==> config.mk <==
export PLATFORM = sky130hd
export DESIGN_NAME = reqQueue
export DESIGN_NICKNAME = d
export VERILOG_FILES = /design/src/hdl/memPkg.sv /design/src/hdl/reqQueue.sv
export SDC_FILE = /design/constraint.sdc
export NUM_CORES = 1
export LEC_CHECK = 0
export BUFFER_PORTS_ARGS = -buffer_cell sky130_fd_sc_hd__buf_2
export CAP_MARGIN = 20
export CORE_MARGIN = 4
export CORE_UTILIZATION = 40
export CTS_BUF_LIST = sky130_fd_sc_hd__clkbuf_4
export CTS_CLUSTER_SIZE = 14
export DETAILED_ROUTE_END_ITERATION = 10
export GPL_TIMING_DRIVEN = 0
export PLACE_DENSITY = 0.75
export SKIP_LAST_GASP = 1
export SLEW_MARGIN = 10
export SYNTH_ARGS = -nofsm -noshare
export SYNTH_HDL_FRONTEND = slang
export SYNTH_SLANG_ARGS = --single-unit
==> constraint.sdc <==
create_clock -name clk -period 2.1 [get_ports clk]
set_input_delay 0.105 -clock clk [delete_from_list [all_inputs] [get_ports clk]]
set_output_delay 0.105 -clock clk [all_outputs]
set_load 0.05 [all_outputs]
==> src/hdl/memPkg.sv <==
`default_nettype none

package memPkg;

    // 1 KiB byte-wide RAM
    localparam int MemAddrWidth = 10;
    localparam int MemBytes = 1 << MemAddrWidth;

    // entries per request queue, also the credits a requester starts with
    localparam int QueueDepth = 2;
    localparam int QueuePtrWidth = $clog2(QueueDepth);
    localparam int QueueCountWidth = $clog2(QueueDepth + 1);

    // stage counter covers 0 to 4
    localparam int StageWidth = 3;

    typedef logic [MemAddrWidth-1:0] memAddr_t;
    typedef logic [7:0] byte_t;
    typedef logic [31:0] word_t;
    typedef logic [StageWidth-1:0] stage_t;
    typedef logic [QueuePtrWidth-1:0] queuePtr_t;
    typedef logic [QueueCountWidth-1:0] queueCount_t;

    typedef enum logic [1:0] {
        LenByte = 2'd0,
        LenHalf = 2'd1,
        LenWord = 2'd2
    } lenCode_t;

    typedef enum logic [1:0] {
        Idle,
        ReadInst,
        ReadData,
        WriteData
    } ctrlState_t;

    typedef struct packed {
        logic valid;
        memAddr_t addr;
    } instReq_t;

    typedef struct packed {
        logic valid;
        logic isStore;
        lenCode_t len;
        memAddr_t addr;
        word_t wdata;
    } dataReq_t;

    typedef struct packed {
        logic valid;
        word_t inst;
    } instRsp_t;

    // rdata is zero for stores
    typedef struct packed {
        logic valid;
        logic isStore;
        word_t rdata;
    } dataRsp_t;

    typedef struct packed {
        logic en;
        logic we;
        memAddr_t addr;
        byte_t wdata;
    } ramReq_t;

endpackage

`default_nettype wire
==> src/hdl/reqQueue.sv <==
`timescale 1ns/100ps
`default_nettype none

module reqQueue #(
    parameter type PayloadType = memPkg::instReq_t
) (
    input  wire logic       clk,
    input  wire logic       rst,
    input  wire logic       push,
    input  wire PayloadType pushData,
    input  wire logic       pop,
    output PayloadType      head,
    output logic            notEmpty,
    output logic            creditReturn
);

    PayloadType entries [memPkg::QueueDepth];
    memPkg::queuePtr_t wrPtr;
    memPkg::queuePtr_t rdPtr;
    memPkg::queueCount_t count;
    logic doPop;

    assign notEmpty = (count != '0);
    assign head = entries[rdPtr];

    // a pop on an empty queue is dropped
    assign doPop = pop && notEmpty;

    // no full check, the requester never pushes without a credit
    always_ff @(posedge clk) begin
        if (push) begin
            entries[wrPtr] <= pushData;
        end
    end

    always_ff @(posedge clk) begin
        if (rst) begin
            wrPtr <= '0;
            rdPtr <= '0;
            count <= '0;
            creditReturn <= 1'b0;
        end else begin
            if (push) begin
                wrPtr <= wrPtr + 1'b1;
            end
            if (doPop) begin
                rdPtr <= rdPtr + 1'b1;
            end
            case ({push, doPop})
                2'b10: count <= count + 1'b1;
                2'b01: count <= count - 1'b1;
                default: count <= count;
            endcase
            // one credit back per served entry
            creditReturn <= doPop;
        end
    end

endmodule

`default_nettype wire

==> metrics.yaml, run 1 <==
layout:
  final_cells: 132
  final_cell_mix: "buf_2 (28), edfxtp_1 (22), dlygate4sd3_1 (12), mux2_2 (11)"
  nNetsFinal: 119
  final_common_cell: "buf_2"
  drive_above_1_share: 0.422
  diodes: 0
  areaGrowthSynthToFinish_pct: 31.3
sta:
  worstMarginPinSlew_ps: 912
  finalCriticalPeriod_ps: 1760
  rsz0062_at_grt: "no"
  fin_crit_sh: 0.837
  hold_viol: 0
  fmax_ghz: 0.569
  tns_ps: 0
  worst_clock_skew_ps: 5.10
  slew_viol_final: 0
  relSlewSlack: 0.390
  finalSetupViolCount: 0
logic_synthesis:
  synthDominantCellAreaShare: 0.647
  synth.distinct_cells: 14
  ys_ff_latch: 28
  netlist_area_um2: 1020
  yosys.area.top_type: "edfxtp_1"
  netlist_top_cells_area: "edfxtp_1 (65%), mux2_2 (12%), dfxtp_1 (12%)"
  yosysWarnings: 0
  synthesis.nets: 75
  avgSynthCellArea_um2: 17.3
  seq_area_frac_synth: 0.765
  synthCells: 59
critical_path:
  critPathMaxStageDelay_ps: 380
  crit_chain: "o21ai_0 -> inv_1 -> ha_1 -> or3_1 -> a21oi_1"
  required_ps: 2350
  r2r-start: "count[0]"
  worstSetupPathType: "reg2reg"
  cp_max_fo: 4
  cpMaxStageDelayCell: "or3_1"
  worstPathArrival_ps: 2010
  startpoint: "count[0]"
  cp-end-kind: "flip-flop"
  startpoint_type: "flip-flop"
detailed_routing:
  ant_nets: 0
  wire_per_inst_um: 12.2
  drc: 0
  first_pass_iters: 4
  drtIter0Drc: 14
  vias: 604
  wl_um: 1620
  viasPerCell: 4.58
clock_tree:
  postCtsSetupBuffers: 0
  cts.sinks: 28
  clockBufferDepth: 2
  ctsHoldBuffers: 12
  h-tree-depth: 1
  clkSlewWorstSetupHoldPaths_ps: 130
  cts_tree: "built"
  cts.repair.resized: 0
  cts_made_buffers: 3
  clkLatencyLatePin_ps: 310
  root_buffer: "clkbuf_4"
grt:
  grt_pass1_vias: 649
  grtUsageTotal: 0.104
  antenna_found_initial: 0
  grt_pass1_wl_um: 2700
  grt-ovfl-total: 0
  grt_max_degree: 16
outcome:
  outcome: "finished clean"
place:
  dp_hpwl_um: 1150
  dp.cells: 116
  portBuffers: 27
  place.gp.congestion: 0.691
worst_hold_path:
  hp-class: "in2reg"
  worstHoldStart: "push"
floorplanning:
  num_rows: 18
  coreArea_um2: 2450
  die_area_um2: 3420
  die_h_um: 58.5
  ioPinCount: 28
  start_util: 0.416
  dieWidth_um: 58.5
flow_run:
  cap_violations: 0
pwr:
  p_per_area_nw_per_um2: 1100
  p_leak_uw: 0.000534
  ir_worst_vdd_mv: 0.871
[critical path: cells and delay by family (launching register included)]
family	cells	cell delay (ps)
AO/OA/AOI/OAI	2	520
AND/OR/NAND/NOR	1	380
flip-flops	1	370
adder cells (fa/ha/maj)	1	320
buffers and inverters	1	90
[sequential cells by signal (all words and copies together), names as in the netlist, named ones only]
name          cells
entries          22
count             2
creditReturn      1
rdPtr             1
wrPtr             1
[final cells by class]
class | count | area, um^2
Clock buffer | 3 | 22.5
Multi-Input combinational cell | 28 | 228
Inverter | 2 | 7.51
Clock inverter | 1 | 3.75
Buffer | 1 | 5.00
Sequential cell | 28 | 781
Timing Repair Buffer | 39 | 255
Tap cell | 30 | 37.5
Fill cell | 213 | 1110
[synthesized netlist by cell type]
library cell,count
xnor2_1,2
inv_1,2
ha_1,1
a21oi_1,1
and2_1,1
dfxtp_1,6
or3_1,1
o21ai_0,2
xor2_1,2
or2_2,1
edfxtp_1,22
nor2_1,6
buf_2,1
mux2_2,11
[through the flow]
step | util | setup WS [ps] | hold WS [ps] | cell area (um^2) | total power [uW]
after floorplan | - | 557 | 174 | 1020 | 1150
after detailed placement | 0.486 | 356 | 296 | 1190 | 1260
after global placement | 0.486 | 479 | 294 | 1190 | 1250
final | 0.546 | 342 | 65.5 | 1340 | 1470
after global routing | 0.546 | 238 | 41.0 | 1340 | 1560
after CTS | 0.546 | 327 | 54.7 | 1340 | 1490
[cell families (layout without fill, tap and decap cells)]
family,after synthesis,count (layout),synth area share
DFF,28,28,0.765
muxes,11,11,0.121
and+or+nand+nor,9,9,0.0405
xor gates and xnor gates,4,4,0.0343
AOI/OAI and AO/OA,3,3,0.0147
buffers and inverters,3,46,0.0123
adders and majority gates,1,1,0.0123
[final timing paths]
path | endpoint | depth (start not counted) | slack, ps
min reg2reg | rdPtr | 2 | 520
max | count[1] | 5 | 340
min | wrPtr | 3 | 70
max reg2reg | count[1] | 5 | 340
[report_power, final]
group          internal, uW  total [uW]  switching (uW)
Clock                  69.3         207             138
Combinational           186         571             385
Sequential              664         695            31.0
Total                   919        1470             553
[per-layer routing]
layer | wire, um | vias to the layer above | part of all wire | global-route usage
met1 | 692 | 282 | 0.43 | 0.126
li1 | - | 302 | - | -
met4 | 7 | 0 | 0.0043 | 0.0397
met2 | 803 | 18 | 0.50 | 0.177
met3 | 112 | 2 | 0.069 | 0.0285
met5 | 0 | - | 0 | 0
Note: power is estimated with default switching activity, not from simulation.
==> run 2, diff against run 1 <==
--- a/config.mk
+++ b/config.mk
@@ -13,7 +13,7 @@
 export CTS_CLUSTER_SIZE = 14
 export DETAILED_ROUTE_END_ITERATION = 10
 export GPL_TIMING_DRIVEN = 0
-export PLACE_DENSITY = 0.75
+export PLACE_DENSITY = 0.77
 export SKIP_LAST_GASP = 1
 export SLEW_MARGIN = 10
 export SYNTH_ARGS = -nofsm -noshare
==> constraint.sdc (replaced) <==
create_clock -name clk -period 1.5 [get_ports clk]
set_input_delay 0.075 -clock clk [delete_from_list [all_inputs] [get_ports clk]]
set_output_delay 0.075 -clock clk [all_outputs]
set_load 0.05 [all_outputs]
==> metrics.yaml, run 2 (synthesis results as in run 1) <==
critical_path:
  required_ps: 1750
  r2r-start: "count[0]"
  cp-end-kind: "flip-flop"
  worstSetupPathType: "reg2reg"
  crit_chain: "o21ai_2 -> inv_1 -> ha_4 -> xnor2_1 -> or3_1 -> a21oi_1"
  cp_max_fo: 3
  r2r_end: "count[1]"
  cpMaxStageDelayCell: "dfxtp_4"
  worstRegToRegCells: 6
  worstPathArrival_ps: 1690
  startpoint_type: "flip-flop"
  critPathMaxStageDelay_ps: 380
  startpoint: "count[0]"
  rrSetupSlack_ps: 70
sta:
  slew_viol_final: 0
  finalCriticalPeriod_ps: 1430
  relSlewSlack: 0.636
  rsz0062_at_grt: "yes"
  worst_clock_skew_ps: 3.56
  worstMarginPinSlew_ps: 546
  finalSetupViolCount: 0
  hold_viol: 0
  fmax_ghz: 0.697
  fin_crit_sh: 0.956
grt:
  grt_max_degree: 16
  grt_pass1_wl_um: 2740
  grtUsageTotal: 0.105
  grt-ovfl-total: 0
  grt_pass1_vias: 645
  antenna_found_initial: 0
detailed_routing:
  wire_per_inst_um: 12.8
  drc: 0
  first_pass_iters: 4
  vias: 618
  drtIter0Drc: 9
  wl_um: 1720
  ant_nets: 0
  viasPerCell: 4.58
clock_tree:
  clkLatencyLatePin_ps: 310
  root_buffer: "clkbuf_4"
  cts.sinks: 28
  cts_made_buffers: 3
  clockBufferDepth: 2
  cts_tree: "built"
  h-tree-depth: 1
  clkSlewWorstSetupHoldPaths_ps: 140
pwr:
  p_int_uw: 1420
  ir_worst_vdd_mv: 1.36
  power_uw: 2240
  sequentialPowerShare: 0.442
  p_per_area_nw_per_um2: 1560
  comb_power_share: 0.426
  p_sw_uw: 814
  p_leak_uw: 0.000564
  switching_share: 0.364
  power_frac_clock: 0.131
worst_hold_path:
  worstHoldStart: "push"
  hp-class: "in2reg"
  holdPathStages: 3
  holdPathEnd: "wrPtr"
layout:
  areaGrowthSynthToFinish_pct: 40.3
  final_cells: 135
  stdcell_area_um2: 1430
  n_fill_cell: 211
  drive_above_1_share: 0.486
  regMostFlops: "entries"
  nNetsFinal: 122
  largest_reg_flops: 22
  diodes: 0
  reg_top3: "entries x22, count x2"
  final_cell_mix: "edfxtp_1 (22), buf_2 (17), dlygate4sd3_1 (12), mux2_2 (11), buf_4 (10)"
  final_common_cell: "edfxtp_1"
floorplanning:
  die_h_um: 58.5
  dieWidth_um: 58.5
  die_area_um2: 3420
  ioPinCount: 28
  coreArea_um2: 2450
  num_rows: 18
  start_util: 0.416
place:
  portBuffers: 27
  dp.cells: 116
  dp_hpwl_um: 1100
  place.gp.congestion: 0.685
  dpl_cell_area_um2: 1190
flow_run:
  cap_violations: 0
outcome:
  outcome: "finished clean"
run 2: cell count changes in the layout (fill, tap and decap cells not counted), moves of 2 or more:
cell	previous run	this run
buf_2	28	17
buf_4	0	10
buf_6	0	3
dfxtp_1	6	4
run 2: metal layers:
layer / up-vias / global-route usage / part of all wire
li1: 306 / - / -
met1: 291 / 0.135 / 0.41
met2: 19 / 0.166 / 0.51
met3: 2 / 0.0307 / 0.070
met4: 0 / 0.0397 / 0.0035
met5: - / 0 / 0
run 2: worst max-delay path: cells and delay by family (launching register included):
family	cells	cell delay, ps
flip-flops	1	380
AND/OR/NAND/NOR	1	310
AO/OA/AOI/OAI	2	290
adder cells (fa/ha/maj)	1	160
XOR/XNOR	1	130
buffers and inverters	1	100
run 2: repair_timing:
item | in CTS | in global routing
gates resized for setup | 3 | 29
pin swaps | 1 | 1
endpoints found under the hold margin | 28 | 0
setup endpoints to repair | 11 | 16
gates cloned | 0 | 0
setup buffers | 0 | 3
hold buffers | 12 | 0
run 2: worst max-delay path by stage:
| stage | endpoint | slack, ps | depth (start not counted) |
|---|---|---|---|
| after floorplan | count[1] | 50 | 5 |
| after global placement | count[1] | -20 | 5 |
| after detailed placement | count[1] | -50 | 5 |
| after CTS | count[1] | 2 | 5 |
| after global routing | head[1] | -8 | 3 |
| final | count[1] | 70 | 6 |
run 2: area by class of cell:
cell class,count,area [um^2],share of cell area
Multi-Input combinational cell,28,246,0.172
Tap cell,30,37.5,0.0262
Timing Repair Buffer,42,314,0.219
Clock buffer,3,22.5,0.0157
Buffer,1,15.0,0.0105
Inverter,2,7.51,0.00524
Sequential cell,28,786,0.548
Clock inverter,1,3.75,0.00262
run 2: power groups by stage:
stage	Clock [uW]	Sequential [uW]	Combinational, uW
after floorplan	0	999	614
after global placement	0	985	763
after CTS	300	981	818
final	294	989	954
after global routing	343	1000	1010
after detailed placement	0	992	775
run 2: metrics by stage:
stage | hold slack, ps | util | setup TNS [ps] | setup slack, ps
floorplan | 144 | - | 0 | 48.5
global placement | 265 | 0.486 | -24.9 | -24.9
detailed placement | 266 | 0.486 | -53.2 | -53.2
CTS | 8.68 | 0.550 | 0 | 2.25
global route | 52.7 | 0.584 | -42.6 | -8.34
finish | 45.7 | 0.584 | 0 | 65.4
==> run 3, diff against run 2 <==
--- a/config.mk
+++ b/config.mk
@@ -14,6 +14,7 @@
 export DETAILED_ROUTE_END_ITERATION = 10
 export GPL_TIMING_DRIVEN = 0
 export PLACE_DENSITY = 0.77
+export SETUP_SLACK_MARGIN = 0.15
 export SKIP_LAST_GASP = 1
 export SLEW_MARGIN = 10
 export SYNTH_ARGS = -nofsm -noshare
==> metrics.yaml, run 3 (synthesis results as in run 1) <==
outcome:
  outcome: "finished clean"
critical_path:
  worstPathArrival_ps: 1340
  critPathMaxStageDelay_ps: 400
  cp_max_fo: 5
  startpoint_type: "flip-flop"
  worstRegToRegCells: 6
  cpMaxStageDelayCell: "dfxtp_4"
  worstSetupPathType: "reg2out"
  r2r-start: "count[0]"
  required_ps: 1420
  rrSetupSlack_ps: 110
  crit_chain: "clkbuf_16 -> mux2_2 -> buf_6"
  r2r_end: "count[1]"
  cp-end-kind: "output port"
layout:
  areaGrowthSynthToFinish_pct: 49.3
  reg_top3: "entries x22, count x2"
  regMostFlops: "entries"
  final_common_cell: "edfxtp_1"
  multi_input_area_um2: 270
  final_cell_mix: "edfxtp_1 (22), buf_2 (16), dlygate4sd3_1 (12), mux2_2 (11), buf_6 (11)"
  drive_above_1_share: 0.533
  n_fill_cell: 193
  largest_reg_flops: 22
  diodes: 0
  ff_latch_area_um2: 788
  nNetsFinal: 124
sta:
  worst_clock_skew_ps: 5.12
  finalCriticalPeriod_ps: 1410
  fin_ws_ps: 89.0
  slew_viol_final: 0
  tns_ps: 0
  hold_viol: 0
  relSlewSlack: 0.608
  fmax_ghz: 0.709
  holdWs_ps: 56.8
  finalSetupViolCount: 0
  fin_crit_sh: 0.941
  rsz0062_at_grt: "yes"
  worstMarginPinSlew_ps: 587
floorplanning:
  dieWidth_um: 58.5
  ioPinCount: 28
  coreArea_um2: 2450
  num_rows: 18
  start_util: 0.416
  die_h_um: 58.5
  die_area_um2: 3420
worst_hold_path:
  hp-class: "in2reg"
  worstHoldStart: "push"
  holdPathEnd: "wrPtr"
  holdPathStages: 3
clock_tree:
  clkLatencyLatePin_ps: 310
  h-tree-depth: 1
  clkSlewWorstSetupHoldPaths_ps: 140
  cts_made_buffers: 3
  clockBufferDepth: 2
  root_buffer: "clkbuf_4"
  cts.sinks: 28
  cts_tree: "built"
detailed_routing:
  drc: 0
  viasPerCell: 4.63
  first_pass_iters: 2
  vias: 634
  wl_um: 1890
  wire_per_inst_um: 13.8
  ant_nets: 0
  drtIter0Drc: 3
grt:
  grt_max_degree: 16
  grt-ovfl-total: 0
  antenna_found_initial: 0
  grt_pass1_vias: 616
  grtUsageTotal: 0.113
  grt_pass1_wl_um: 2790
pwr:
  ir_worst_vdd_mv: 0.928
  p_leak_uw: 0.000594
  power_uw: 2420
  p_per_area_nw_per_um2: 1590
flow_run:
  cap_violations: 0
place:
  portBuffers: 27
  place.gp.congestion: 0.651
  dp_hpwl_um: 1210
  pre_cts_ws_ps: -7.75
## run 3: changes by cell type in the layout (fill, tap and decap cells not counted), sizes merged
cell and delta:
clkbuf +1, buf +1
## run 3: per-layer routing
metal  global-route usage  vias up  wire, um
li1                     -      312         -
met5                    0        -         0
met2                0.206       18      1040
met3               0.0263        0       106
met1                0.124      304       746
met4               0.0497        0         0
## run 3: repair_timing
item                                   CTS  global route
pin swaps                                2             0
buffers inserted                         2             2
hold buffers                            12             0
cloned                                   0             1
endpoints found under the hold margin   28             0
resized for setup                       25            12
setup endpoints to repair               22            12
## run 3: worst max-delay path by stage
stage	start	to	slack (ps)	cells past startpoint
2_1_floorplan	count[0]	count[1]	170	5
3_3_place_gp	wrPtr	entries[0][0]	70	1
3_5_place_dp	wrPtr	entries[0][4]	-8	1
4_1_cts	flip-flop	head[3]	30	3
5_1_grt	flip-flop	head[7]	30	3
6_report	flip-flop	head[0]	90	3
## run 3: where the power goes
| group | switching [uW] | total, uW | leakage, uW | internal [uW] |
|---|---|---|---|---|
| sequential | 61.5 | 1000 | 0.000257 | 943 |
| combinational | 612 | 1120 | 0.000322 | 511 |
| clock | 198 | 295 | 0.0000154 | 97.3 |
## run 3: area by class of cell
type,count,share of cell area
clock buffer,3,0.0148
buffer,1,0.00985
timing repair buffer,44,0.249
clock inverter,1,0.00246
sequential,28,0.517
tap,30,0.0246
multi-input combinational,28,0.177
inverter,2,0.00493
## run 3: critical path, delay by kind of cell (launching register included)
family	cells	cell delay, ps
DFF	1	400
buffers and inverters	2	290
muxes	1	330
## run 3: per-stage QoR
step,cell area [um^2],util,instances
finish,1520,0.621,137
global route,1520,0.621,137
CTS,1450,0.589,134
detailed placement,1210,0.493,116
global placement,1210,0.493,116
floorplan,1040,-,59
