[config.mk]
export PLATFORM = sky130hd
export DESIGN_NAME = memCtrl
export DESIGN_NICKNAME = d
export VERILOG_FILES = /design/src/hdl/memPkg.sv /design/src/hdl/memCtrl.sv
export SDC_FILE = /design/constraint.sdc
export NUM_CORES = 1
export LEC_CHECK = 0
export BUFFER_PORTS_ARGS = -buffer_cell sky130_fd_sc_hd__buf_2
export CAP_MARGIN = 0
export CORE_MARGIN = 2
export CORE_UTILIZATION = 30
export DETAILED_ROUTE_END_ITERATION = 10
export GPL_TIMING_DRIVEN = 0
export PLACE_DENSITY = 0.65
export SYNTH_ARGS = -nofsm -noshare
export SYNTH_HDL_FRONTEND = slang
export SYNTH_SLANG_ARGS = --single-unit
export TNS_END_PERCENT = 10
[constraint.sdc]
create_clock -name clk -period 2.3 [get_ports clk]
set_input_delay 0.345 -clock clk [delete_from_list [all_inputs] [get_ports clk]]
set_output_delay 0.345 -clock clk [all_outputs]
set_load 0.02 [all_outputs]
[src/hdl/memPkg.sv]
`default_nettype none

package memPkg;

    // 1 KiB byte-wide RAM
    localparam int MemAddrWidth = 10;
    localparam int MemBytes = 1 << MemAddrWidth;

    // entries per request queue, also the credits a requester starts with
    localparam int QueueDepth = 2;
    localparam int QueuePtrWidth = $clog2(QueueDepth);
    localparam int QueueCountWidth = $clog2(QueueDepth + 1);

    // stage counter covers 0 to 4
    localparam int StageWidth = 3;

    typedef logic [MemAddrWidth-1:0] memAddr_t;
    typedef logic [7:0] byte_t;
    typedef logic [31:0] word_t;
    typedef logic [StageWidth-1:0] stage_t;
    typedef logic [QueuePtrWidth-1:0] queuePtr_t;
    typedef logic [QueueCountWidth-1:0] queueCount_t;

    typedef enum logic [1:0] {
        LenByte = 2'd0,
        LenHalf = 2'd1,
        LenWord = 2'd2
    } lenCode_t;

    typedef enum logic [1:0] {
        Idle,
        ReadInst,
        ReadData,
        WriteData
    } ctrlState_t;

    typedef struct packed {
        logic valid;
        memAddr_t addr;
    } instReq_t;

    typedef struct packed {
        logic valid;
        logic isStore;
        lenCode_t len;
        memAddr_t addr;
        word_t wdata;
    } dataReq_t;

    typedef struct packed {
        logic valid;
        word_t inst;
    } instRsp_t;

    // rdata is zero for stores
    typedef struct packed {
        logic valid;
        logic isStore;
        word_t rdata;
    } dataRsp_t;

    typedef struct packed {
        logic en;
        logic we;
        memAddr_t addr;
        byte_t wdata;
    } ramReq_t;

endpackage

`default_nettype wire
[src/hdl/memCtrl.sv]
`timescale 1ns/100ps
`default_nettype none

module memCtrl (
    input  wire logic             clk,
    input  wire logic             rst,
    input  wire logic             hold,

    input  wire memPkg::instReq_t instHead,
    input  wire logic             instValid,
    output logic                  instPop,

    input  wire memPkg::dataReq_t dataHead,
    input  wire logic             dataValid,
    output logic                  dataPop,

    output memPkg::ramReq_t       ramReq,
    input  wire memPkg::byte_t    ramRdata,

    output memPkg::instRsp_t      instRsp,
    output memPkg::dataRsp_t      dataRsp
);

    memPkg::ctrlState_t state;
    memPkg::stage_t stage;

    memPkg::memAddr_t addr;
    memPkg::lenCode_t len;
    memPkg::word_t shiftReg;

    memPkg::stage_t byteCount;
    memPkg::stage_t headCount;
    memPkg::word_t loadWord;
    logic startData;
    logic startInst;
    logic startByteStore;
    logic readLast;
    logic storeLast;

    function automatic memPkg::stage_t lenBytes(input memPkg::lenCode_t lenCode);
        case (lenCode)
            memPkg::LenByte: return memPkg::stage_t'(1);
            memPkg::LenHalf: return memPkg::stage_t'(2);
            default: return memPkg::stage_t'(4);
        endcase
    endfunction

    // arbitration, data before fetch, hold only blocks a new start
    assign startData = (state == memPkg::Idle) && !hold && dataValid;
    assign startInst = (state == memPkg::Idle) && !hold && !dataValid && instValid;
    assign dataPop = startData;
    assign instPop = startInst;

    assign byteCount = lenBytes(len);
    assign headCount = lenBytes(dataHead.len);

    // a single byte store finishes in the pop cycle itself
    assign startByteStore = startData && dataHead.isStore && (headCount == memPkg::stage_t'(1));

    // reads finish one stage after the last byte was issued
    assign readLast = (stage == byteCount);
    assign storeLast = ((stage + 1'b1) == byteCount);

    // last byte comes straight from the RAM, then align to the low end
    assign loadWord = {ramRdata, shiftReg[31:8]} >> {(3'd4 - byteCount), 3'b000};

    always_comb begin
        ramReq.en = 1'b0;
        ramReq.we = 1'b0;
        ramReq.addr = addr + memPkg::memAddr_t'(stage);
        ramReq.wdata = shiftReg[7:0];
        case (state)
            memPkg::Idle: begin
                if (startData) begin
                    ramReq.en = 1'b1;
                    ramReq.we = dataHead.isStore;
                    ramReq.addr = dataHead.addr;
                    ramReq.wdata = dataHead.wdata[7:0];
                end else if (startInst) begin
                    ramReq.en = 1'b1;
                    ramReq.addr = instHead.addr;
                end
            end
            memPkg::ReadInst, memPkg::ReadData: begin
                ramReq.en = !readLast;
            end
            memPkg::WriteData: begin
                ramReq.en = 1'b1;
                ramReq.we = 1'b1;
            end
            default: begin
                ramReq.en = 1'b0;
            end
        endcase
    end

    always_comb begin
        instRsp.valid = (state == memPkg::ReadInst) && readLast;
        instRsp.inst = loadWord;

        dataRsp.valid = ((state == memPkg::ReadData) && readLast)
                     || ((state == memPkg::WriteData) && storeLast)
                     || startByteStore;
        dataRsp.isStore = (state == memPkg::WriteData) || startByteStore;
        dataRsp.rdata = (state == memPkg::ReadData) ? loadWord : '0;
    end

    always_ff @(posedge clk) begin
        if (rst) begin
            state <= memPkg::Idle;
            stage <= '0;
        end else begin
            case (state)
                memPkg::Idle: begin
                    if (startData) begin
                        stage <= memPkg::stage_t'(1);
                        if (!dataHead.isStore) begin
                            state <= memPkg::ReadData;
                        end else if (!startByteStore) begin
                            state <= memPkg::WriteData;
                        end else begin
                            state <= memPkg::Idle;
                            stage <= '0;
                        end
                    end else if (startInst) begin
                        state <= memPkg::ReadInst;
                        stage <= memPkg::stage_t'(1);
                    end
                end
                memPkg::ReadInst, memPkg::ReadData: begin
                    if (readLast) begin
                        state <= memPkg::Idle;
                        stage <= '0;
                    end else begin
                        stage <= stage + 1'b1;
                    end
                end
                memPkg::WriteData: begin
                    if (storeLast) begin
                        state <= memPkg::Idle;
                        stage <= '0;
                    end else begin
                        stage <= stage + 1'b1;
                    end
                end
                default: begin
                    state <= memPkg::Idle;
                    stage <= '0;
                end
            endcase
        end
    end

    // request fields latched at the start, shiftReg doubles as
    // store byte source and load assembly register
    always_ff @(posedge clk) begin
        case (state)
            memPkg::Idle: begin
                if (startData) begin
                    addr <= dataHead.addr;
                    len <= dataHead.len;
                    shiftReg <= dataHead.wdata >> 8;
                end else if (startInst) begin
                    addr <= instHead.addr;
                    len <= memPkg::LenWord;
                end
            end
            memPkg::ReadInst, memPkg::ReadData: begin
                shiftReg <= {ramRdata, shiftReg[31:8]};
            end
            memPkg::WriteData: begin
                shiftReg <= shiftReg >> 8;
            end
            default: begin
                shiftReg <= shiftReg;
            end
        endcase
    end

endmodule

`default_nettype wire

==> results.sh, run 1 <==
export IMPL_status="finished, violations left"
export IMPL_violations="setup timing"
export IMPL_cts_root_buf="sky130_fd_sc_hd__clkbuf_8"
export IMPL_synth_adder_area_share_pct=4.06
export IMPL_design_core_area_sq_mm=0.0107
export IMPL_die_footprint_sq_mm=0.0117
export IMPL_area_growth_synth_to_final_pct=39.0
export IMPL_ys_types=42
export IMPL_htree_num_levels=2
export IMPL_gr_usage_met2_pct=29.0
export IMPL_maxClockFrequency_mhz=420
export IMPL_post_syn_nets=437
export IMPL_dominant_combinational_cell_family_by_area_after_synthesis="simple AND/OR/NAND/NOR gates"
export IMPL_rsz_0062_raised_after_global_routing="true"
export IMPL_ctsLongestPathBuffers=2
export IMPL_drtAntennaViolNets=0
export IMPL_worst_skew_pair_latency_ns=0.30
export IMPL_timing_critical_path_slowest_stage_cell="sky130_fd_sc_hd__edfxtp_1"
export IMPL_first_pass_grt_wire_length_microns=15600
export IMPL_timing_max_cap_violations=0
export IMPL_swShare_pct=45.5
export IMPL_std_cell_rows=38
export IMPL_net_switching_power_mw=2.38
export IMPL_setup_tns_ns=-0.314
export IMPL_finalHoldWorstSlack_ns=0.273
export IMPL_placed_cell_area_sq_mm=0.00422
export IMPL_min_period_over_period_pct=104
export IMPL_most_common_layout_cells="sky130_fd_sc_hd__buf_2 (150), sky130_fd_sc_hd__nand2_1 (82), sky130_fd_sc_hd__edfxtp_1 (44)"
export IMPL_number_of_diodes=0
export IMPL_gp_congestion=0.839
export IMPL_worst_clock_skew_ns=0.00921
export IMPL_drt_drc_violations_left=0
export IMPL_via_count_of_the_routed_design=3309
export IMPL_synth_area_per_cell_sq_um=9.15
export IMPL_drt_iter0_markers=213
export IMPL_route_detailed_wl_per_inst_microns=16.1
export IMPL_power_density_mw_per_mm2=1150
export IMPL_grt_pass1_vias=2982
export IMPL_buffer_ports_inserted=156
export IMPL_synthesized_area_fraction_occupied_by_ao_oa_aoi_and_oai_cells_pct=15.6
export IMPL_clock_sinks=49
export IMPL_worstSetupPathType="reg2out"
export IMPL_post_synthesis_register_bit_count=49
export IMPL_globalRouteTotalUtil_pct=17.3
export IMPL_timing_hold_worst_class="in2reg"
export IMPL_path_clk_slew_ns=0.10
export IMPL_synth_area_mux_share_pct=2.45
export IMPL_synth_yosys_seq_area_share_pct=43.5
export IMPL_drt_vias_per_instance=4.98
export IMPL_tritoncts="yes"
export IMPL_worstPathMaxFanout=3
export IMPL_power_clock_fraction_pct=10.2
export IMPL_fin_crit_ns=2.38
export IMPL_synth_cells=357
export IMPL_layout_cells_most_common="sky130_fd_sc_hd__buf_2"
export IMPL_finish_utilization_pct=42.3
export IMPL_dpl_hpwl_microns=8130
export IMPL_synth_yosys_warnings=0
export IMPL_slew_headroom_pct=62.4
export IMPL_start_kind="flop"
export IMPL_combinationalPowerShare_pct=55.8
export IMPL_antenna_found_initial=0
export IMPL_synth_cell_area_sq_mm=0.00327
export IMPL_synth_xor_xnor_area_share_pct=2.41
export IMPL_die_width_microns=108
export IMPL_cellInternalPower_mw=2.85
export IMPL_use_met3_pct=3.01
export IMPL_finalWirelength_microns=10700
export IMPL_number_of_nets_in_the_final_layout=604
export IMPL_cpLargestDelayFamily="adder cells"
export IMPL_initial_utilization_pct=30.4
export IMPL_grt_start_max_net_pins=33
export IMPL_cp_arrival_ns=2.04
export IMPL_boundaryPins=159
export IMPL_holdBufCountCts=0
export IMPL_slew_violations=0
export IMPL_flop_pwr_share_pct=34.0
export IMPL_yosys_area_share_simple_pct=28.2
export IMPL_static_leakage_power_nw=2.23
export IMPL_final_area_sq_mm=0.00454
export IMPL_cell_chain_of_the_critical_path="ha_4 -> fa_2 -> a21oi_4 -> nand2b_4 -> xor2_1 -> o211ai_1 -> buf_4"
export IMPL_setup_violating_endpoint_count_in_the_final_report=5
export IMPL_die_height_microns=108
export IMPL_timing_final_ws_setup_ns=-0.0815
export IMPL_drt_pass1_iter_count=4
export IMPL_grt_overflow_total=0
export IMPL_multiInputGateArea_sq_mm=0.00184
export IMPL_numCtsBuffers=5
export IMPL_n_fill_cell=1096
export IMPL_drive_above_1_share_pct=39.6
export IMPL_grt_use_met1_pct=23.3
export IMPL_global_route_peak_usage_layer="met2"
export IMPL_finalHoldViolations=0
export IMPL_worst_ep_required_time_ns=1.96
export IMPL_critical_path_buf_inv_count=1
export IMPL_worst_vdd_ir_mv=0.399
export IMPL_setup_worst_path_end_class="output port"
export IMPL_post_layout_total_power_mw=5.23
export IMPL_seqCellArea_sq_mm=0.00143
export IMPL_tightest_slew_ns=0.563
export IMPL_cp_slowest_stage_delay_ns=0.43
-- metal layers --
layer  vias to the layer above  part of all wire [%]
met5                         -                     0
met4                         0                  0.63
met3                         4                   6.8
met2                       125                    47
met1                      1572                    46
li1                       1608                     -
-- sequential cells by signal, indices dropped and copies added (netlist names) --
| signal | cells |
|---|---|
| stage | 3 |
| shiftReg | 32 |
| len | 2 |
| state | 2 |
| addr | 10 |
-- final timing paths --
kind             from          to  slack [ns]  cells past startpoint
max           addr[0]  ramReq[14]       -0.08                      7
min               rst    state[0]        0.27                      2
min reg2reg  state[0]    state[0]        0.56                      2
max reg2reg  stage[0]    state[1]        0.07                      6
-- metrics by stage --
step / std cells / setup WS, ns
after detailed placement: 653 / -0.564
after global routing: 665 / -0.207
final: 665 / -0.0815
after CTS: 662 / -0.107
after floorplan: 357 / -0.00318
after global placement: 653 / -0.487
-- Yosys cell counts --
library cell / instances / area (sq um)
sky130_fd_sc_hd__a211o_1: 1 / 8.76
sky130_fd_sc_hd__a211oi_1: 1 / 7.51
sky130_fd_sc_hd__a21o_1: 1 / 7.51
sky130_fd_sc_hd__a21oi_1: 7 / 35.0
sky130_fd_sc_hd__a222oi_1: 2 / 20.0
sky130_fd_sc_hd__a22o_1: 29 / 254
sky130_fd_sc_hd__a22oi_1: 1 / 7.51
sky130_fd_sc_hd__a311oi_1: 1 / 8.76
sky130_fd_sc_hd__a32o_2: 1 / 11.3
sky130_fd_sc_hd__and2_1: 42 / 263
sky130_fd_sc_hd__and3_1: 17 / 106
sky130_fd_sc_hd__and3b_1: 2 / 17.5
sky130_fd_sc_hd__buf_1: 1 / 3.75
sky130_fd_sc_hd__buf_2: 1 / 5.00
sky130_fd_sc_hd__buf_6: 1 / 11.3
sky130_fd_sc_hd__clkbuf_1: 19 / 71.3
sky130_fd_sc_hd__clkinv_1: 2 / 7.51
sky130_fd_sc_hd__dfxtp_1: 5 / 100
sky130_fd_sc_hd__edfxtp_1: 44 / 1320
sky130_fd_sc_hd__fa_1: 1 / 20.0
sky130_fd_sc_hd__ha_1: 9 / 113
sky130_fd_sc_hd__inv_1: 6 / 22.5
sky130_fd_sc_hd__mux2i_1: 8 / 80.1
sky130_fd_sc_hd__nand2_1: 83 / 312
sky130_fd_sc_hd__nand2b_1: 4 / 25.0
sky130_fd_sc_hd__nand3_1: 4 / 20.0
sky130_fd_sc_hd__nand3b_1: 1 / 7.51
sky130_fd_sc_hd__nand4_1: 1 / 6.26
sky130_fd_sc_hd__nand4b_1: 1 / 8.76
sky130_fd_sc_hd__nor2_1: 12 / 45.0
sky130_fd_sc_hd__nor2b_1: 6 / 37.5
sky130_fd_sc_hd__nor3b_1: 3 / 22.5
sky130_fd_sc_hd__nor4bb_1: 2 / 20.0
sky130_fd_sc_hd__o211ai_1: 8 / 60.1
sky130_fd_sc_hd__o21a_1: 1 / 7.51
sky130_fd_sc_hd__o21ai_0: 15 / 75.1
sky130_fd_sc_hd__o31ai_1: 1 / 7.51
sky130_fd_sc_hd__or3_1: 1 / 6.26
sky130_fd_sc_hd__or3b_2: 1 / 8.76
sky130_fd_sc_hd__or4_1: 2 / 15.0
sky130_fd_sc_hd__xnor2_1: 6 / 52.6
sky130_fd_sc_hd__xor2_1: 3 / 26.3
-- cells by family (layout without fill, tap and decap cells) --
family | count (synthesis) | in the layout
buf+inv | 30 | 198
simple gates | 182 | 182
compound gates | 69 | 69
flops | 49 | 49
fa+ha+maj | 10 | 10
mux | 8 | 8
xor+xnor | 9 | 9
-- timing repair --
action	CTS	global route
pin swaps	2	15
endpoints found under the hold margin	0	0
resized for setup	41	33
endpoints found under the setup margin	106	59
setup buffers	1	4
-- cell type report --
class,count,share of cell area (%)
clock inverter,2,0.303
buffer,21,2.98
inverter,8,0.827
timing repair buffer,161,18.5
multi-input combinational,278,40.4
sequential,49,31.5
clock buffer,6,1.60
tap,140,3.86
-- power groups by stage --
stage          registers, mW  logic [mW]  clock network [mW]
2_1_floorplan           1.67        1.84                   0
3_3_place_gp            1.77        2.67                   0
3_5_place_dp            1.78        2.71                   0
4_1_cts                 1.76        2.84               0.538
5_1_grt                 1.82        3.18               0.577
6_report                1.78        2.92               0.531
No activity file was read; power rests on OpenSTA's default activity.
==> inputs of run 2 (changes only) <==
--- a/config.mk
+++ b/config.mk
@@ -7,11 +7,13 @@
 export LEC_CHECK = 0
 export BUFFER_PORTS_ARGS = -buffer_cell sky130_fd_sc_hd__buf_2
 export CAP_MARGIN = 0
+export CELL_PAD_IN_SITES_DETAIL_PLACEMENT = 1
+export CELL_PAD_IN_SITES_GLOBAL_PLACEMENT = 1
 export CORE_MARGIN = 2
 export CORE_UTILIZATION = 30
 export DETAILED_ROUTE_END_ITERATION = 10
 export GPL_TIMING_DRIVEN = 0
-export PLACE_DENSITY = 0.65
+export PLACE_DENSITY = 0.84
 export SYNTH_ARGS = -nofsm -noshare
 export SYNTH_HDL_FRONTEND = slang
 export SYNTH_SLANG_ARGS = --single-unit
==> results.sh, run 2 (synthesized netlist as in run 1, its figures left out) <==
export IMPL_setup_violating_endpoint_count_in_the_final_report=8
export IMPL_finish_utilization_pct=42.5
export IMPL_path_clk_slew_ns=0.10
export IMPL_layout_cells_most_common="sky130_fd_sc_hd__buf_2"
export IMPL_cts_root_buf="sky130_fd_sc_hd__clkbuf_8"
export IMPL_most_common_layout_cells="sky130_fd_sc_hd__buf_2 (152), sky130_fd_sc_hd__nand2_1 (82), sky130_fd_sc_hd__edfxtp_1 (44)"
export IMPL_maxClockFrequency_mhz=420
export IMPL_globalRouteTotalUtil_pct=19.3
export IMPL_status="finished, violations left"
export IMPL_static_leakage_power_nw=2.23
export IMPL_antenna_found_initial=0
export IMPL_grt_pass1_vias=3326
export IMPL_clock_sinks=49
export IMPL_buffer_ports_inserted=156
export IMPL_gp_congestion=0.807
export IMPL_drtAntennaViolNets=0
export IMPL_die_height_microns=108
export IMPL_start_kind="flop"
export IMPL_worst_clock_skew_ns=0.00627
export IMPL_drt_iter0_markers=184
export IMPL_drt_vias_per_instance=5.03
export IMPL_grt_overflow_total=0
export IMPL_reg2reg_depth=7
export IMPL_worst_skew_pair_latency_ns=0.29
export IMPL_slew_headroom_pct=64.5
export IMPL_initial_utilization_pct=30.4
export IMPL_min_period_over_period_pct=104
export IMPL_placed_cell_area_sq_mm=0.00422
export IMPL_timing_hold_worst_class="in2reg"
export IMPL_drt_drc_violations_left=0
export IMPL_worst_vdd_ir_mv=0.400
export IMPL_finalWirelength_microns=11900
export IMPL_holdBufCountCts=0
export IMPL_design_core_area_sq_mm=0.0107
export IMPL_launch_point_of_the_worst_hold_path="rst"
export IMPL_rsz_0062_raised_after_global_routing="true"
export IMPL_ctsLongestPathBuffers=2
export IMPL_tritoncts="yes"
export IMPL_die_width_microns=108
export IMPL_drt_pass1_iter_count=4
export IMPL_htree_num_levels=2
export IMPL_route_detailed_wl_per_inst_microns=17.7
export IMPL_first_pass_grt_wire_length_microns=17600
export IMPL_boundaryPins=159
export IMPL_area_growth_synth_to_final_pct=39.8
export IMPL_die_footprint_sq_mm=0.0117
export IMPL_number_of_diodes=0
export IMPL_largest_registers="shiftReg: 32 flops, addr: 10 flops, stage: 3 flops"
export IMPL_whs_path_depth=2
export IMPL_final_area_sq_mm=0.00457
export IMPL_via_count_of_the_routed_design=3367
export IMPL_std_cell_rows=38
export IMPL_top_register="shiftReg"
export IMPL_timing_hold_worst_endpoint="state[0]"
export IMPL_finalHoldViolations=0
export IMPL_critical_path_reg2reg_startpoint="stage[0]"
export IMPL_fin_crit_ns=2.38
export IMPL_power_density_mw_per_mm2=1170
export IMPL_n_fill_cell=1313
export IMPL_setup_worst_path_end_class="output port"
export IMPL_register_to_register_setup_slack_ns=-0.05
export IMPL_violations="setup timing"
export IMPL_slew_violations=0
export IMPL_tightest_slew_ns=0.533
export IMPL_numCtsBuffers=5
export IMPL_worst_ep_required_time_ns=1.96
export IMPL_grt_start_max_net_pins=33
export IMPL_dpl_hpwl_microns=9130
export IMPL_timing_max_cap_violations=0
export IMPL_number_of_nets_in_the_final_layout=609
export IMPL_timing_final_ws_setup_ns=-0.0818
export IMPL_worstSetupPathType="reg2out"
export IMPL_r2r_end="state[1]"
export IMPL_drive_above_1_share_pct=40.0
export IMPL_cp_arrival_ns=2.04
export IMPL_largest_reg_flops=32
export IMPL_worstPathMaxFanout=6
-- run 2: changes by cell type in the layout (fill, tap and decap cells not counted), sizes merged --
cell / change
clkdlybuf4s15: +1
inv: -1
buf: +5
clkinv: +2
clkbuf: -2
-- run 2: per-layer routing --
layer  GRT usage (%)  share of wire (%)  vias up
met5               0                  0        -
met4            3.85               0.40        0
met3            2.41                3.9        2
met2            35.2                 52       88
met1            24.4                 43     1659
li1                -                  -     1618
-- run 2: what timing repair did --
action,in CTS,in global routing
pin swaps,6,8
setup endpoints to repair,96,48
gates resized for setup,37,31
gates cloned,0,1
setup buffers,0,9
-- run 2: report_power, final --
part	internal [mW]	switching, mW
clock network	0.212	0.308
registers	1.52	0.256
logic	1.14	1.90
total	2.87	2.46
-- run 2: worst max-delay path, cell delays in order (launching register included) --
cell and delay [ns]:
sky130_fd_sc_hd__dfxtp_4 0.38, sky130_fd_sc_hd__buf_4 0.15, sky130_fd_sc_hd__ha_4 0.24, sky130_fd_sc_hd__or3_1 0.30, sky130_fd_sc_hd__a211o_1 0.29, sky130_fd_sc_hd__nand2_1 0.07
sky130_fd_sc_hd__nand2_1 0.06, sky130_fd_sc_hd__nand3_1 0.10, sky130_fd_sc_hd__buf_4 0.15
-- run 2: layout make-up --
class | instances | area [sq um] | share of cell area, %
tap | 140 | 175 | 3.84
timing repair buffer | 166 | 872 | 19.1
buffer | 21 | 123 | 2.69
clock inverter | 3 | 17.5 | 0.384
inverter | 8 | 45.0 | 0.987
sequential | 49 | 1430 | 31.4
clock buffer | 5 | 68.8 | 1.51
multi-input combinational | 278 | 1830 | 40.1
-- run 2: stage by stage --
| step | hold slack (ns) | total power [mW] | std cells | setup WS, ns | TNS, ns |
|---|---|---|---|---|---|
| after floorplan | 0.414 | 3.51 | 357 | -0.00318 | -0.00318 |
| after global placement | 0.504 | 4.44 | 653 | -0.575 | -21.75 |
| after detailed placement | 0.562 | 4.56 | 653 | -0.661 | -25.84 |
| after CTS | 0.272 | 5.17 | 661 | -0.162 | -2.34 |
| after global routing | 0.267 | 5.67 | 670 | -0.186 | -1.34 |
| final | 0.284 | 5.34 | 670 | -0.0818 | -0.320 |
-- run 2: how the worst max path moves through the flow --
| stage | start | end | slack, ns |
|---|---|---|---|
| 4_1_cts | state[0] | ramReq[9] | -0.16 |
| 6_report | stage[0] | dataRsp[33] | -0.08 |
| 3_3_place_gp | state[0] | shiftReg[27] | -0.57 |
| 5_1_grt | stage[0] | ramReq[16] | -0.19 |
| 2_1_floorplan | stage[0] | state[0] | -0.003 |
| 3_5_place_dp | state[0] | shiftReg[3] | -0.66 |
==> inputs of run 3 (changes only) <==
--- a/config.mk
+++ b/config.mk
@@ -14,6 +14,7 @@
 export DETAILED_ROUTE_END_ITERATION = 10
 export GPL_TIMING_DRIVEN = 0
 export PLACE_DENSITY = 0.84
+export RECOVER_POWER = 50
 export SYNTH_ARGS = -nofsm -noshare
 export SYNTH_HDL_FRONTEND = slang
 export SYNTH_SLANG_ARGS = --single-unit
==> results.sh, run 3 (synthesized netlist as in run 1, its figures left out) <==
export IMPL_drt_pass1_iter_count=4
export IMPL_gp_congestion=0.807
export IMPL_grt_pass1_vias=3326
export IMPL_path_clk_slew_ns=0.09
export IMPL_maxClockFrequency_mhz=417
export IMPL_initial_utilization_pct=30.4
export IMPL_finalWirelength_microns=11900
export IMPL_largest_reg_flops=32
export IMPL_drt_vias_per_instance=5.01
export IMPL_timing_critical_path_slowest_stage_cell="sky130_fd_sc_hd__or4_1"
export IMPL_tritoncts="yes"
export IMPL_cp_slowest_stage_delay_ns=0.50
export IMPL_drt_iter0_markers=190
export IMPL_globalRouteTotalUtil_pct=19.3
export IMPL_cpLargestDelayFamily="simple AND/OR/NAND/NOR gates"
export IMPL_drive_above_1_share_pct=39.2
export IMPL_cts_root_buf="sky130_fd_sc_hd__clkbuf_8"
export IMPL_tightest_slew_ns=0.804
export IMPL_slew_violations=0
export IMPL_grt_overflow_total=0
export IMPL_power_density_mw_per_mm2=1170
export IMPL_finalHoldWorstSlack_ns=0.294
export IMPL_ctsLongestPathBuffers=2
export IMPL_critical_path_reg2reg_startpoint="stage[0]"
export IMPL_timing_final_ws_setup_ns=-0.0985
export IMPL_finalHoldViolations=0
export IMPL_die_height_microns=108
export IMPL_cp_arrival_ns=2.61
export IMPL_design_core_area_sq_mm=0.0107
export IMPL_cell_chain_of_the_critical_path="buf_4 -> ha_4 -> or3_1 -> a211o_1 -> a32o_1 -> or4_1 -> o31ai_1"
export IMPL_antenna_found_initial=0
export IMPL_min_period_over_period_pct=104
export IMPL_violations="setup timing"
export IMPL_dpl_hpwl_microns=9130
export IMPL_rsz_0062_raised_after_global_routing="true"
export IMPL_drtAntennaViolNets=0
export IMPL_worst_ep_required_time_ns=2.51
export IMPL_worst_path_stages=7
export IMPL_htree_num_levels=2
export IMPL_post_layout_total_power_mw=5.31
export IMPL_reg2reg_depth=7
export IMPL_setup_worst_path_end_class="flop"
export IMPL_register_to_register_setup_slack_ns=-0.1
export IMPL_holdBufCountCts=0
export IMPL_boundaryPins=159
export IMPL_r2r_end="state[1]"
export IMPL_die_footprint_sq_mm=0.0117
export IMPL_number_of_nets_in_the_final_layout=609
export IMPL_buffer_ports_inserted=156
export IMPL_launch_point_of_the_worst_hold_path="rst"
export IMPL_grt_start_max_net_pins=33
export IMPL_slew_headroom_pct=46.2
export IMPL_std_cell_rows=38
export IMPL_top_register="shiftReg"
export IMPL_largest_registers="shiftReg: 32 flops, addr: 10 flops, stage: 3 flops"
export IMPL_die_width_microns=108
export IMPL_whs_path_depth=2
export IMPL_worst_clock_skew_ns=0.00636
export IMPL_setup_violating_endpoint_count_in_the_final_report=8
export IMPL_area_growth_synth_to_final_pct=39.3
export IMPL_timing_hold_worst_class="in2reg"
export IMPL_status="finished, violations left"
export IMPL_start_kind="flop"
export IMPL_via_count_of_the_routed_design=3354
export IMPL_first_pass_grt_wire_length_microns=17600
export IMPL_worst_vdd_ir_mv=0.403
export IMPL_most_common_layout_cells="sky130_fd_sc_hd__buf_2 (151), sky130_fd_sc_hd__nand2_1 (82), sky130_fd_sc_hd__edfxtp_1 (44)"
export IMPL_timing_max_cap_violations=0
export IMPL_finish_utilization_pct=42.3
export IMPL_timing_hold_worst_endpoint="state[0]"
export IMPL_worstPathMaxFanout=7
export IMPL_clock_sinks=49
export IMPL_layout_cells_most_common="sky130_fd_sc_hd__buf_2"
export IMPL_fin_crit_ns=2.40
export IMPL_critical_path_buf_inv_count=1
export IMPL_numCtsBuffers=5
export IMPL_worst_skew_pair_latency_ns=0.30
export IMPL_worstSetupPathType="reg2reg"
export IMPL_route_detailed_wl_per_inst_microns=17.7
export IMPL_number_of_diodes=0
export IMPL_static_leakage_power_nw=2.21
export IMPL_drt_drc_violations_left=0
-- run 3: changes by cell type in the layout (fill, tap and decap cells not counted), sizes merged --
cell / before / now
buf: 170 / 168
clkbuf: 21 / 23
-- run 3: metal layers --
metal / part of all wire (%) / GRT usage, %
met5: 0 / 0
met3: 4.4 / 2.41
met4: 0.40 / 3.85
met2: 52 / 35.2
met1: 43 / 24.4
-- run 3: metrics by stage --
step	setup slack [ns]	TNS [ns]	area, sq um	instances
2_1_floorplan	-0.00318	-0.00318	3270	357
3_3_place_gp	-0.575	-21.75	4220	653
3_5_place_dp	-0.661	-25.84	4220	653
4_1_cts	-0.162	-2.34	4410	661
5_1_grt	-0.186	-1.77	4550	670
6_report	-0.0985	-0.377	4550	670
-- run 3: report_power, final --
group | internal (mW) | switching, mW | leakage [nW] | total (mW)
logic | 1.12 | 1.89 | 1.70 | 3.01
registers | 1.52 | 0.254 | 0.470 | 1.77
clock network | 0.212 | 0.307 | 0.0455 | 0.518
-- run 3: repair_timing --
item / in CTS / in global routing
cloned: 0 / 1
pin swaps: 6 / 8
gates resized for setup: 37 / 31
setup buffers: 0 / 9
endpoints found under the setup margin: 96 / 48
-- run 3: area by class of cell --
| cell class | count | area (sq um) |
|---|---|---|
| clock buffer | 5 | 68.8 |
| timing repair buffer | 166 | 871 |
| multi-input combinational | 278 | 1820 |
| sequential | 49 | 1430 |
| inverter | 8 | 45.0 |
| buffer | 21 | 119 |
| clock inverter | 3 | 17.5 |
| tap | 140 | 175 |
| fill | 1318 | 6190 |
-- run 3: worst register-to-register path: stages, from the launching register on --
cell and delay, ns:
sky130_fd_sc_hd__dfxtp_4 0.38, sky130_fd_sc_hd__buf_4 0.15, sky130_fd_sc_hd__ha_4 0.24, sky130_fd_sc_hd__or3_1 0.30, sky130_fd_sc_hd__a211o_1 0.29, sky130_fd_sc_hd__a32o_1 0.36
sky130_fd_sc_hd__or4_1 0.50, sky130_fd_sc_hd__o31ai_1 0.08
-- run 3: worst max path at each step --
stage / from / endpoint / slack [ns]
detailed placement: state[0] / shiftReg[3] / -0.66
global placement: state[0] / shiftReg[27] / -0.57
floorplan: stage[0] / state[0] / -0.003
global route: stage[0] / ramReq[16] / -0.19
CTS: state[0] / ramReq[9] / -0.16
finish: stage[0] / state[1] / -0.1
